<file path="src/include/mem_hier_settings.svh">
`ifndef MEM_HIER_SETTINGS_SVH
`define MEM_HIER_SETTINGS_SVH

// cpu word and cache block
`define MH_WORD_W   16  // bits per word
`define MH_BLOCK_W  64  // bits per block, four words

// word address split, tag | index | offset
`define MH_OFFSET_W 2   // word within block
`define MH_INDEX_W  6   // 64 lines per cache
`define MH_TAG_W    8   // upper address bits

// backing store timing
`define MH_MEM_LAT  4   // cycles per block transfer

`endif

</file>
<file path="src/hw/mem_hier_pkg.sv">
`default_nettype none
`include "mem_hier_settings.svh"

package mem_hier_pkg;

  localparam int WORDS_PER_BLK = `MH_BLOCK_W / `MH_WORD_W;  // 4 words per block

  typedef logic [`MH_WORD_W-1:0] word_t;               // one cpu word
  typedef word_t [WORDS_PER_BLK-1:0] block_t;          // block indexed by word offset

  typedef struct packed {
    logic [`MH_TAG_W-1:0]    tag;     // compared against stored tag
    logic [`MH_INDEX_W-1:0]  index;   // line select
    logic [`MH_OFFSET_W-1:0] offset;  // word select
  } addr_t;

  typedef struct packed {
    logic [`MH_TAG_W-1:0]   tag;
    logic [`MH_INDEX_W-1:0] index;
  } blk_addr_t;                       // 14 bit block address into memory

  // lookup result, cache to controller
  typedef struct packed {
    logic                 hit;    // valid and tag match
    logic                 dirty;  // victim needs write-back
    logic [`MH_TAG_W-1:0] tag;    // stored tag of indexed line
    block_t               blk;    // whole indexed line
    word_t                word;   // word picked by offset
  } cache_rsp_t;

  // line write, controller to cache
  typedef struct packed {
    logic   we;     // commit at next edge
    block_t blk;    // replacement line
    logic   dirty;  // new dirty bit
  } cache_wr_t;

  typedef struct packed {
    logic      re;     // block read
    logic      we;     // block write
    blk_addr_t addr;
    block_t    wdata;  // write-back payload
  } mem_req_t;

  typedef enum logic [1:0] {
    IDLE,     // serving hits
    I_FILL,   // icache refill
    D_WBACK,  // dirty victim out
    D_FILL    // dcache refill
  } ctl_state_t;

endpackage

`default_nettype wire

</file>
<file path="src/hw/cache_controller.sv">
`default_nettype none

module cache_controller
  import mem_hier_pkg::*;
(
  input  logic       clk,
  input  logic       i_arst_n,
  // cpu side
  input  addr_t      i_i_addr,    // fetch address, always live
  input  addr_t      i_d_addr,    // load/store address
  input  logic       i_re,        // load held until o_d_rdy
  input  logic       i_we,        // store held until o_d_rdy
  input  word_t      i_wrt_data,  // store word
  output logic       o_i_rdy,
  output logic       o_d_rdy,
  // caches
  input  cache_rsp_t i_i_rsp,
  input  cache_rsp_t i_d_rsp,
  output cache_wr_t  o_i_wr,
  output cache_wr_t  o_d_wr,
  // memory
  output mem_req_t   o_mem_req,
  input  logic       i_mem_done,  // one cycle pulse
  input  block_t     i_mem_rdata  // valid with done on reads
);

  ctl_state_t state_q;
  ctl_state_t state_d;

  logic   d_req;      // load or store pending
  block_t hit_merge;  // store word into hit line
  block_t fill_merge; // store word into refill block

  // drop one word into a block at the given offset
  function automatic block_t merge_word(
    input block_t                  blk,
    input logic [$bits(i_d_addr.offset)-1:0] off,
    input word_t                   w
  );
    block_t m;
    m      = blk;
    m[off] = w;
    return m;
  endfunction

  assign d_req      = i_re || i_we;
  assign hit_merge  = merge_word(i_d_rsp.blk, i_d_addr.offset, i_wrt_data);
  assign fill_merge = merge_word(i_mem_rdata, i_d_addr.offset, i_wrt_data);

  // ready only from IDLE, same cycle as the hit
  assign o_i_rdy = (state_q == IDLE) && i_i_rsp.hit;
  assign o_d_rdy = (state_q == IDLE) && d_req && i_d_rsp.hit;

  always_comb begin
    state_d   = state_q;
    o_i_wr    = '0;  // icache lines always clean
    o_d_wr    = '0;
    o_mem_req = '0;

    case (state_q)
      IDLE: begin
        // store hit goes straight into the line
        if (i_we && i_d_rsp.hit) begin
          o_d_wr.we    = 1'b1;
          o_d_wr.blk   = hit_merge;
          o_d_wr.dirty = 1'b1;
        end
        // fetch miss has priority over data miss
        if (!i_i_rsp.hit) begin
          state_d = I_FILL;
        end else if (d_req && !i_d_rsp.hit) begin
          state_d = i_d_rsp.dirty ? D_WBACK : D_FILL;
        end
      end

      I_FILL: begin
        o_mem_req.re         = !i_mem_done;  // released on done
        o_mem_req.addr.tag   = i_i_addr.tag;
        o_mem_req.addr.index = i_i_addr.index;
        if (i_mem_done) begin
          o_i_wr.we  = 1'b1;
          o_i_wr.blk = i_mem_rdata;
          state_d    = IDLE;
        end
      end

      D_WBACK: begin
        o_mem_req.we         = !i_mem_done;
        o_mem_req.addr.tag   = i_d_rsp.tag;     // victim tag
        o_mem_req.addr.index = i_d_addr.index;  // same line as request
        o_mem_req.wdata      = i_d_rsp.blk;
        if (i_mem_done) begin
          state_d = D_FILL;
        end
      end

      D_FILL: begin
        o_mem_req.re         = !i_mem_done;
        o_mem_req.addr.tag   = i_d_addr.tag;
        o_mem_req.addr.index = i_d_addr.index;
        if (i_mem_done) begin
          o_d_wr.we    = 1'b1;
          o_d_wr.blk   = i_we ? fill_merge : i_mem_rdata;  // store miss merges here
          o_d_wr.dirty = i_we;
          state_d      = IDLE;
        end
      end

      default: begin
        state_d = IDLE;
      end
    endcase
  end

  always_ff @(posedge clk or negedge i_arst_n) begin
    if (!i_arst_n) begin
      state_q <= IDLE;
    end else begin
      state_q <= state_d;
    end
  end

endmodule

`default_nettype wire

</file>
<file path="config.mk">
export PLATFORM = sky130hd
export DESIGN_NAME = cache_controller
export DESIGN_NICKNAME = d
export VERILOG_FILES = /design/src/hw/mem_hier_pkg.sv /design/src/hw/cache_controller.sv
export VERILOG_INCLUDE_DIRS = /design/src /design/src/include
export SDC_FILE = /design/constraint.sdc
export NUM_CORES = 1
export LEC_CHECK = 0
export BUFFER_PORTS_ARGS = -buffer_cell sky130_fd_sc_hd__buf_2
export CORE_AREA = 2 2 200 202
export DETAILED_ROUTE_END_ITERATION = 16
export DIE_AREA = 0 0 202 204
export GPL_ROUTABILITY_DRIVEN = 0
export SLEW_MARGIN = 10
export SYNTH_ARGS = -nofsm -noshare
export SYNTH_HDL_FRONTEND = slang
export SYNTH_SLANG_ARGS = --single-unit
</file>
<file path="constraint.sdc">
create_clock -name clk -period 2.15 [get_ports clk]
set_input_delay 0.43 -clock clk [delete_from_list [all_inputs] [get_ports clk]]
set_output_delay 0.43 -clock clk [all_outputs]
set_load 0.03 [all_outputs]
</file>
==> flow_summary.toml <==
[status]
status = "finished with violations"
violations = "setup timing"

[floorplanning]
rows = 73
start_util_pct = 8.127
ios = 511
die_w_um = 202
dieArea_sq_mm = 0.04121
core_area_sq_mm = 0.03918
die_y_um = 204

[final_layout]
final_cell_count_no_fill = 1467
final_core_util_pct = 23.73
nNetsFinal = 1243
largest_reg_flops = 2
syn2layout_area_growth_pct = 192.0
final_common_cell = "buf_2"
top_regs = "state_q: 2 flops"
largest_register = "state_q"
layout-drive-gt1-share_pct = 70.53
final_cell_mix = "244 x buf_2, 119 x buf_6, 95 x buf_4"

[critical_path]
cp.required_ns = 1.72
critical_path.max_stage_delay_ns = 0.41
end_kind = "primary output"
critical_path.slowest_cell = "or3_4"
cp.buffers_inverters = 4
crit_arrival_ns = 2.00
path_delay_family = "buffers and inverters"
path_cells = "inv_2, ha_4, or3_4, buf_12, buf_16, o21ai_4, buf_6"
critPathMaxFanout = 10
path_class = "reg -> out"
cp-start-kind = "flip-flop"

[sta]
finalSetupViolations = 205
rsz0062_at_grt = "true"
clock.fmax_ghz = 0.4110
max_slew_margin_pct = 59.58
worst_pin_slew_ns = 0.6063
fin_skew_ns = 0.002966
period_minus_slack_ns = 2.433
fin_tns_setup_ns = -26.76
slew_viol_final = 0
finalCritPeriodShare_pct = 113.2
final-hold-violation-count = 0
setup_slack_ns = -0.2834

[detailed_routing]
route.detailed.drc = 0
vias = 6146
finalWirelength_mm = 34.69
dr.pass1.iters = 5
wl_per_cell_um = 23.65
drt_iter0_markers = 304
drtAntennaViolNets = 0
wl_met2_mm = 16.48
post_drt_via_cell_ratio = 4.190
wirelength_met1_mm = 15.44
met3WireLength_mm = 2.058
highest_layer = "met5"

[grt]
grt_max_degree = 70
grt_antenna_before_repair = 5
grt_pass1_vias = 5933
grt-ovfl-total = 0
grt_util_all_layers_pct = 14.06
grt_pass1_wl_mm = 41.83

[placement]
port_buffers = 402
dp.cells = 1416
hpwl_mm = 24.36

[clock_tree]
clock_path_buffers = 2
numCtsBuffers = 3
clk_latency_ns = 0.22
cts_tree = "yes"
root_buffer = "clkbuf_16"
htreeDepth = 1
path_clk_slew_ns = 0.03
cts_sinks = 2

[yosys]
ys_types = 32
synth_area_per_cell_sq_um = 6.676
synth-seq-cells = 2
syn_inst = 477
synth-seq-area-share_pct = 1.572
yosys_warnings = 0
synth.net_count = 778
syn_area_sq_mm = 0.003184

[power_and_ir_drop]
ir_worst_vdd_v = 0.0003471
p_total_mw = 8.506
p_per_area_mw_per_mm2 = 914.8
p_leak_nw = 4.513

[run]
maxCapViolCount = 0

[hold_path]
hold_path_class = "in -> async"
## synthesized netlist by cell type
| cell type | count | area [sq um] |
|---|---|---|
| a211oi_1 | 1 | 7.510 |
| a21o_1 | 2 | 15.01 |
| a21oi_1 | 5 | 25.02 |
| a222oi_1 | 8 | 80.08 |
| a22oi_1 | 6 | 45.04 |
| and2_1 | 66 | 412.9 |
| and3_1 | 64 | 400.4 |
| buf_1 | 3 | 11.26 |
| buf_2 | 15 | 75.07 |
| buf_4 | 1 | 7.510 |
| clkbuf_1 | 44 | 165.2 |
| conb_1 | 1 | 3.750 |
| dfrtp_1 | 2 | 50.05 |
| ha_1 | 4 | 50.05 |
| inv_1 | 4 | 15.01 |
| inv_2 | 1 | 3.750 |
| mux2_2 | 1 | 11.26 |
| mux2i_1 | 63 | 630.6 |
| nand2_1 | 7 | 26.28 |
| nand2b_1 | 11 | 68.82 |
| nand3_1 | 3 | 15.01 |
| nor2_1 | 23 | 86.33 |
| nor2_2 | 3 | 18.77 |
| nor3_1 | 1 | 5.000 |
| o21ai_0 | 2 | 10.01 |
| o21ai_1 | 60 | 300.3 |
| o221ai_1 | 64 | 560.5 |
| o22ai_1 | 1 | 6.260 |
| or2_1 | 1 | 6.260 |
| or2_2 | 2 | 12.51 |
| or2b_1 | 7 | 52.55 |
| or3_1 | 1 | 6.260 |
## cell type report
type | instances | area [sq um]
fill | 4209 | 29890
timing repair buffer | 523 | 4551
multi-input combinational | 407 | 3939
tap | 525 | 656.9
clock buffer | 3 | 75.07
sequential | 2 | 50.05
inverter | 5 | 21.27
antenna | 2 | 5.005
## where the power goes
part           internal [mW]  leakage [nW]  total [mW]  switching (mW)
Sequential            0.0569        0.0247      0.0744          0.0175
Combinational           3.62          4.45        8.15            4.53
Clock                  0.237        0.0370       0.283          0.0463
## worst reg2reg max path, cell delays in order, from the launching register on
cell and delay [ns]:
dfrtp_1 0.38, buf_4 0.14, buf_4 0.13, buf_4 0.13, ha_4 0.18, buf_12 0.15
buf_12 0.14, buf_4 0.13, nor3_1 0.12, o22ai_1 0.14, mux2_2 0.30
## per-stage QoR
stage	area, sq um	hold slack, ns	worst slack [ns]
after floorplan	3960	0.1344	-0.2303
after global placement	7158	0.2151	-0.1658
after detailed placement	7158	0.2205	-0.1552
after CTS	8205	0.5375	-0.2723
after global routing	9295	0.5407	-0.3032
final	9298	0.5228	-0.2834
## kinds of logic after synthesis
kind of cell / after synthesis / share of synthesized area [%]
flip-flops: 2 / 1.572
AND/OR/NAND/NOR: 189 / 34.89
other: 1 / 0.1178
AO/OA/AOI/OAI: 149 / 32.97
adder cells (fa/ha/maj): 4 / 1.572
multiplexers: 64 / 20.16
buffers and inverters: 68 / 8.723
## layer usage
metal,vias up,GRT usage [%]
li1,2773,-
met1,2999,18.32
met2,335,24.90
met3,37,2.232
met4,2,1.838
met5,-,0
## timing repair
| item | CTS | global route |
|---|---|---|
| hold buffers | 1 | 0 |
| buffers inserted | 14 | 16 |
| resized for setup | 203 | 203 |
| gates cloned | 8 | 13 |
| setup endpoints to repair | 152 | 195 |
| pin swaps | 11 | 32 |
| endpoints found under the hold margin | 2 | 0 |
## worst paths after layout
kind                              from    endpoint  slack [ns]  depth (start not counted)
hold / removal                i_arst_n  state_q[0]        0.52                          2
hold reg to reg             state_q[0]  state_q[0]        0.79                          4
min in group clk           i_d_rsp[88]  state_q[0]        0.55                          4
setup / recovery            state_q[0]  o_d_wr[38]       -0.28                          7
max in group asynchronous     i_arst_n  state_q[1]        1.53                          2
setup reg to reg            state_q[0]  state_q[1]        0.06                         10
(Power assumes the default switching activity.)
