==> config.mk <==
export PLATFORM = sky130hd
export DESIGN_NAME = dm_cache
export DESIGN_NICKNAME = d
export VERILOG_FILES = /design/src/hw/mem_hier_pkg.sv /design/src/hw/dm_cache.sv
export VERILOG_INCLUDE_DIRS = /design/src /design/src/include
export SDC_FILE = /design/constraint.sdc
export NUM_CORES = 2
export LEC_CHECK = 0
export BUFFER_PORTS_ARGS = -buffer_cell sky130_fd_sc_hd__buf_2
export CELL_PAD_IN_SITES_DETAIL_PLACEMENT = 1
export CELL_PAD_IN_SITES_GLOBAL_PLACEMENT = 1
export CORE_MARGIN = 2
export CORE_UTILIZATION = 50
export CTS_BUF_LIST = sky130_fd_sc_hd__clkbuf_16
export DETAILED_ROUTE_END_ITERATION = 7
export HOLD_SLACK_MARGIN = 0.08
export PLACE_DENSITY = 0.85
export SETUP_SLACK_MARGIN = 0.05
export SYNTH_ARGS = -nofsm -noshare
export SYNTH_HDL_FRONTEND = slang
export SYNTH_MEMORY_MAX_BITS = 65536
export SYNTH_SLANG_ARGS = --single-unit
==> constraint.sdc <==
create_clock -name clk -period 2.5 [get_ports clk]
set_clock_uncertainty 0.05 [all_clocks]
set_input_delay 0.125 -clock clk [delete_from_list [all_inputs] [get_ports clk]]
set_output_delay 0.125 -clock clk [all_outputs]
set_load 0.01 [all_outputs]
==> src/include/mem_hier_settings.svh <==
`ifndef MEM_HIER_SETTINGS_SVH
`define MEM_HIER_SETTINGS_SVH

// cpu word and cache block
`define MH_WORD_W   16  // bits per word
`define MH_BLOCK_W  64  // bits per block, four words

// word address split, tag | index | offset
`define MH_OFFSET_W 2   // word within block
`define MH_INDEX_W  6   // 64 lines per cache
`define MH_TAG_W    8   // upper address bits

// backing store timing
`define MH_MEM_LAT  4   // cycles per block transfer

`endif

==> src/hw/mem_hier_pkg.sv <==
`default_nettype none
`include "mem_hier_settings.svh"

package mem_hier_pkg;

  localparam int WORDS_PER_BLK = `MH_BLOCK_W / `MH_WORD_W;  // 4 words per block

  typedef logic [`MH_WORD_W-1:0] word_t;               // one cpu word
  typedef word_t [WORDS_PER_BLK-1:0] block_t;          // block indexed by word offset

  typedef struct packed {
    logic [`MH_TAG_W-1:0]    tag;     // compared against stored tag
    logic [`MH_INDEX_W-1:0]  index;   // line select
    logic [`MH_OFFSET_W-1:0] offset;  // word select
  } addr_t;

  typedef struct packed {
    logic [`MH_TAG_W-1:0]   tag;
    logic [`MH_INDEX_W-1:0] index;
  } blk_addr_t;                       // 14 bit block address into memory

  // lookup result, cache to controller
  typedef struct packed {
    logic                 hit;    // valid and tag match
    logic                 dirty;  // victim needs write-back
    logic [`MH_TAG_W-1:0] tag;    // stored tag of indexed line
    block_t               blk;    // whole indexed line
    word_t                word;   // word picked by offset
  } cache_rsp_t;

  // line write, controller to cache
  typedef struct packed {
    logic   we;     // commit at next edge
    block_t blk;    // replacement line
    logic   dirty;  // new dirty bit
  } cache_wr_t;

  typedef struct packed {
    logic      re;     // block read
    logic      we;     // block write
    blk_addr_t addr;
    block_t    wdata;  // write-back payload
  } mem_req_t;

  typedef enum logic [1:0] {
    IDLE,     // serving hits
    I_FILL,   // icache refill
    D_WBACK,  // dirty victim out
    D_FILL    // dcache refill
  } ctl_state_t;

endpackage

`default_nettype wire

==> src/hw/dm_cache.sv <==
`default_nettype none
`include "mem_hier_settings.svh"

module dm_cache
  import mem_hier_pkg::*;
(
  input  logic       clk,
  input  logic       i_arst_n,
  input  addr_t      i_addr,  // word address from cpu port
  input  cache_wr_t  i_wr,    // line write from controller
  output cache_rsp_t o_rsp    // lookup result to controller
);

  localparam int LINES = 1 << `MH_INDEX_W;  // 64 lines

  block_t               data_mem  [LINES];  // block storage
  logic [`MH_TAG_W-1:0] tag_mem   [LINES];  // stored tags
  logic                 dirty_mem [LINES];  // dirty per line
  logic [LINES-1:0]     valid_q;            // valid per line, reset

  logic [`MH_INDEX_W-1:0] idx;
  block_t                 line_blk;
  logic [`MH_TAG_W-1:0]   line_tag;
  logic                   line_vld;
  logic                   line_dirty;

  assign idx = i_addr.index;

  // read side is purely combinational from the address
  assign line_blk   = data_mem[idx];
  assign line_tag   = tag_mem[idx];
  assign line_vld   = valid_q[idx];
  assign line_dirty = dirty_mem[idx];

  always_comb begin
    o_rsp       = '0;
    o_rsp.hit   = line_vld && (line_tag == i_addr.tag);  // invalid never hits
    o_rsp.dirty = line_vld && line_dirty;   // stale dirty of empty line ignored
    o_rsp.tag   = line_tag;                 // victim tag for write-back
    o_rsp.blk   = line_blk;
    o_rsp.word  = line_blk[i_addr.offset];  // word mux
  end

  // line write, whole block at once
  always_ff @(posedge clk) begin
    if (i_wr.we) begin
      data_mem[idx]  <= i_wr.blk;
      tag_mem[idx]   <= i_addr.tag;  // tag taken from current address
      dirty_mem[idx] <= i_wr.dirty;
    end
  end

  always_ff @(posedge clk or negedge i_arst_n) begin
    if (!i_arst_n) begin
      valid_q <= '0;  // all lines empty
    end else if (i_wr.we) begin
      valid_q[idx] <= 1'b1;  // any write fills the line
    end
  end

endmodule

`default_nettype wire

==> metrics.cfg, run 1 <==
[cts]
htreeDepth = 5
cts_root_buf = clkbuf_16
cts_max_path_buffers = 4
cts_buffers = 453
clock-sinks = 4736

[synthesis]
synth_seq_cells = 4736
yosysSeqAreaShare_pct = 81.2
synth_edf_count = 4672
synth_nets = 9335
async_reset_ff_share_pct = 1.35
ys_types = 77
postSynthCellCount = 9251
yosys_warnings = 0
syn-cell-area_mm2 = 0.175
synthFlopType = edfxtp_1
synth.avg_cell_area_um2 = 18.9

[grt]
grt_overflow_total = 49
grt_start_max_net_pins = 67
groute.usage.overall_pct = 74.6
grt_antenna_before_repair = 224

[sta]
crit_endpoint = o_rsp[4]
worst_endpoint_kind = primary output

[floorplan]
start_util_pct = 50.1
die_w_um = 595
pin_count = 174
rows = 217
dieHeight_um = 595

[run_status]
error = [ERROR GRT-0232] Routing congestion too high. Check the congestion heatmap in the GUI.
lastStage = global routing (5_1_grt)
status = did not finish

[placement]
place.detailed.hpwl_um = 489000
routabilityCongestion = 0.956
portBuffers = 173

[cells in the mapped netlist (all sizes together), types with 5 or more instances]
| master | count | area share, % |
|---|---|---|
| a211oi | 7 | 0.030 |
| a21oi | 196 | 0.56 |
| a221o | 48 | 0.28 |
| a221oi | 356 | 1.8 |
| a222oi | 33 | 0.19 |
| a22o | 265 | 1.3 |
| a22oi | 1176 | 5.1 |
| a31oi | 224 | 0.80 |
| a41o | 8 | 0.046 |
| a41oi | 92 | 0.46 |
| and2 | 9 | 0.032 |
| and3 | 16 | 0.057 |
| and3b | 8 | 0.040 |
| buf | 443 | 1.4 |
| clkbuf | 183 | 0.40 |
| dfrtp | 64 | 0.92 |
| edfxtp | 4672 | 80 |
| inv | 5 | 0.011 |
| mux2 | 152 | 0.98 |
| mux2i | 256 | 1.5 |
| mux4 | 63 | 0.81 |
| nand2 | 156 | 0.34 |
| nand2b | 8 | 0.029 |
| nand3 | 61 | 0.17 |
| nand3b | 9 | 0.039 |
| nand4 | 57 | 0.20 |
| nor2 | 193 | 0.42 |
| nor2b | 6 | 0.021 |
| nor3 | 28 | 0.080 |
| nor3b | 7 | 0.036 |
| nor4 | 50 | 0.18 |
| o2111ai | 7 | 0.035 |
| o211ai | 17 | 0.073 |
| o21ai | 131 | 0.38 |
| o221a | 9 | 0.058 |
| o221ai | 7 | 0.035 |
| o22a | 19 | 0.095 |
| o22ai | 55 | 0.20 |
| o2bb2ai | 14 | 0.070 |
| or2 | 66 | 0.24 |
| or3 | 7 | 0.025 |
| or4 | 22 | 0.097 |
[metal layers]
layer	overflow	GRT usage, %
met3	22	71.0
met1	0	71.7
met2	4	83.5
met4	22	71.1
met5	1	59.9
[cells by family after synthesis]
| logic type | share of synthesized area (%) |
|---|---|
| simple gates | 2.06 |
| compound gates | 11.6 |
| mux | 3.26 |
| xor+xnor | 0.0351 |
| buf+inv | 1.80 |
| flops | 81.2 |
[stage by stage]
step | cells | worst slack (ns) | setup TNS, ns | area [um2]
2_1_floorplan | 9251 | -0.739 | -2566.68 | 176000
3_3_place_gp | 14900 | -1.42 | -1171.70 | 198000
3_5_place_dp | 14900 | -1.60 | -1565.94 | 198000
4_1_cts | 15800 | -1.76 | -84.47 | 218000
[timing repair]
action	CTS
gates resized for setup	808
hold buffers	78
gates cloned	3
hold endpoints to repair	4763
setup endpoints to repair	90
pin swaps	298
buffers inserted	52
==> run 2, diff against run 1 <==
Settings changed: CELL_PAD_IN_SITES_DETAIL_PLACEMENT 1 to not set, CELL_PAD_IN_SITES_GLOBAL_PLACEMENT 1 to not set, CORE_UTILIZATION 50 to 40, CTS_BUF_LIST sky130_fd_sc_hd__clkbuf_16 to not set, HOLD_SLACK_MARGIN 0.08 to not set, PLACE_DENSITY 0.85 to not set, PLACE_DENSITY_LB_ADDON set to 0.15, SETUP_SLACK_MARGIN 0.05 to not set.
Clock period 2.5 ns to 3.2 ns, I/O delays scaled along.
==> metrics.cfg, run 2 <==
[critical_path]
max_stage_delay_ns = 0.52
crit_arrival_ns = 3.92
r2r_cells = 1
crit_family = simple AND/OR/NAND/NOR gates
worstSetupStartpointType = register
r2r-start = valid_q[2]
cpMaxStageDelayCell = or4_4
path_buf_inv = 2
cp-end-kind = output pin
r2r_slack_ns = 2.34
worstPathCellList = mux2i_1 > o22ai_1 > o21ai_1 > o2111ai_1 > or4_4 > xor2_2 > or3_4 > nor4_4 > buf_4 > buf_6
worstPathRequired_ns = 2.99
crit_type = reg2out
crit_fanout = 2
r2r-end = valid_q[2]

[pwr]
cellPowerDensity_mw_per_mm2 = 619
pwr-share-clk_pct = 42.0
ir_worst_vdd_mv = 0.482
power.switching_mw = 30.6
p_int_mw = 104
power_leakage_nw = 69.7
swShare_pct = 22.8
seqPwrFrac_pct = 51.2
power_frac_comb_pct = 6.8

[final_layout]
final_nets = 10800
mostFrequentLayoutCells = 4,672 x edfxtp_1, 1,164 x a22oi_1, 741 x buf_4
layout_commonest_cell = edfxtp_1
fin_cells = 16900
area_growth_pct = 24.4
regMostFlops = data_mem
drive_gt1_share_pct = 27.0
reg_top3 = data_mem: 4096 flops, tag_mem: 512 flops
largest_reg_flops = 4096
fillers = 35100

[synthesis]
ys_types = 77  ; unchanged
yosysMostFrequentCell = edfxtp_1  ; unchanged
netlist_top_cells_count = 4,672 x edfxtp_1, 1,176 x a22oi_1, 356 x a221oi_1  ; unchanged
synth.avg_cell_area_um2 = 18.9  ; unchanged
synth_edf_count = 4672  ; unchanged
postSynthCellCount = 9251  ; unchanged
yosys_warnings = 0  ; unchanged
synthTopCellsByArea = edfxtp_1 80%, a22oi_1 5.1%, a221oi_1 1.8%  ; unchanged
yosysSeqAreaShare_pct = 81.2  ; unchanged
synth_nets = 9335  ; unchanged
syn-cell-area_mm2 = 0.175  ; unchanged
async_reset_ff_share_pct = 1.35  ; unchanged
synth_top_area_cell = edfxtp_1  ; unchanged
synth_seq_cells = 4736  ; unchanged
synthFlopType = edfxtp_1  ; unchanged
synth_top_cell_area_share_pct = 80.3  ; unchanged

[grt]
grt_pass1_vias = 104000
grt_pass1_wl_um = 944000
grt_antenna_before_repair = 43
groute.usage.overall_pct = 31.4
grt_overflow_total = 0
grt_start_max_net_pins = 66

[cts]
clock-sinks = 4736  ; unchanged
cts_buffers = 481  ; was 453
clk_pin_slew_ns = 0.06
tritoncts = done
cts_max_path_buffers = 4  ; unchanged
clkLatencyLatePin_ns = 1.02
cts_root_buf = clkbuf_16  ; unchanged
htreeDepth = 5  ; unchanged

[min_path]
min_to = data_mem[9][23]
hp-class = in2reg
whs_path_depth = 2
min_from = i_wr[24]

[sta]
finalHoldViolations = 0
worstMarginPinSlew_ns = 1.35
fin_ws_ns = -0.927
max_slew_margin_pct = 10.2
slew_viol_final = 0
fin_setup_tns_ns = -15.79
setup_viol = 54
post-route-period-util_pct = 129
fmaxAchievable_mhz = 242
fin_crit_ns = 4.13
rsz0062_at_grt = yes

[floorplan]
dieHeight_um = 665  ; was 595 um
pin_count = 174  ; unchanged
start_util_pct = 40.2  ; was 50.1%
die_w_um = 665  ; was 595 um
rows = 242  ; was 217
die_area_mm2 = 0.442
core_area_mm2 = 0.435

[route]
wirelength_um = 715000
drtIter0Drc = 18900
dr_total_vias = 110000
via_per_inst = 6.49
drc = 0
wire_per_inst_um = 42.3
firstDrtPassIters = 7
final_antenna_net_count = 0

[placement]
portBuffers = 173  ; unchanged
dp.cells = 15900  ; was 14,900
place.detailed.hpwl_um = 433000  ; was 489,000 um
routabilityCongestion = 0.882  ; was 0.956

[flow_run]
max_cap_viol_count = 0

[run_status]
violations = setup timing
status = finished, violations left  ; was did not finish

## run 2: cell counts after synthesis
No cell type changed its count.
## run 2: final cells by class
cell class / instances / area (um2) / area share [%]
flip-flops and latches: 4736 / 142000 / 65.3
repair buffers: 1615 / 19700 / 9.05
clock buffers: 585 / 12500 / 5.77
well taps: 5734 / 7170 / 3.30
diodes: 27 / 67.6 / 0.0311
multi-input cells: 3882 / 32900 / 15.1
clock inverters: 312 / 3120 / 1.43
inverters: 7 / 33.8 / 0.0155
## run 2: routing by layer
metal	global-route usage (%)	wire length, um
met5	0	120
met2	48.2	323000
met1	44.2	280000
met3	6.02	78000
met4	12.7	33200
## run 2: worst max-delay path by stage
| stage | startpoint | to | depth (start not counted) |
|---|---|---|---|
| after floorplan | i_addr[2] | data_mem[56][0] | 7 |
| after global placement | i_addr[3] | o_rsp[14] | 17 |
| after detailed placement | i_addr[3] | o_rsp[14] | 17 |
| after CTS | tag_mem[54][3] | o_rsp[89] | 9 |
| after global routing | tag_mem[54][3] | o_rsp[89] | 9 |
| final | tag_mem[63][3] | o_rsp[89] | 10 |
## run 2: what timing repair did
item / in CTS / in global routing
pin swaps: 192 / 167
setup buffers: 31 / 32
hold buffers: 77 / 0
resized for setup: 449 / 246
endpoints found under the hold margin: 4749 / 0
gates cloned: 2 / 5
setup endpoints to repair: 85 / 85
## run 2: power groups by stage
stage / registers [mW] / clock network (mW) / logic [mW]
2_1_floorplan: 70.2 / 0 / 2.99
3_3_place_gp: 70.2 / 0 / 8.00
3_5_place_dp: 70.2 / 0 / 8.07
4_1_cts: 68.9 / 56.7 / 8.75
5_1_grt: 68.9 / 59.1 / 9.35
6_report: 68.9 / 56.4 / 9.15
## run 2: kinds of logic (layout without fill, tap and decap cells)
family | count (synthesis) | after routing | synth area share, %
mux | 471 | 471 | 3.26
simple gates | 713 | 713 | 2.06
compound gates | 2691 | 2691 | 11.6
other cells | 0 | 27 | 0
buf+inv | 633 | 2519 | 1.80
flops | 4736 | 4736 | 81.2
xor+xnor | 7 | 7 | 0.0351
## run 2: metrics by stage
| step | power, mW | utilization, % | worst slack, ns | hold WS, ns | cell area (um2) |
|---|---|---|---|---|---|
| after floorplan | 73.1 | - | -0.705 | -0.186 | 175000 |
| after global placement | 78.2 | 45.4 | -1.08 | 0.385 | 197000 |
| after detailed placement | 78.3 | 45.4 | -1.01 | 0.398 | 197000 |
| after CTS | 134 | 49.7 | -1.01 | 0.219 | 216000 |
| after global routing | 137 | 50.0 | -0.973 | 0.288 | 217000 |
| final | 135 | 50.0 | -0.927 | 0.269 | 217000 |
No activity file was read; power rests on OpenSTA's default activity.
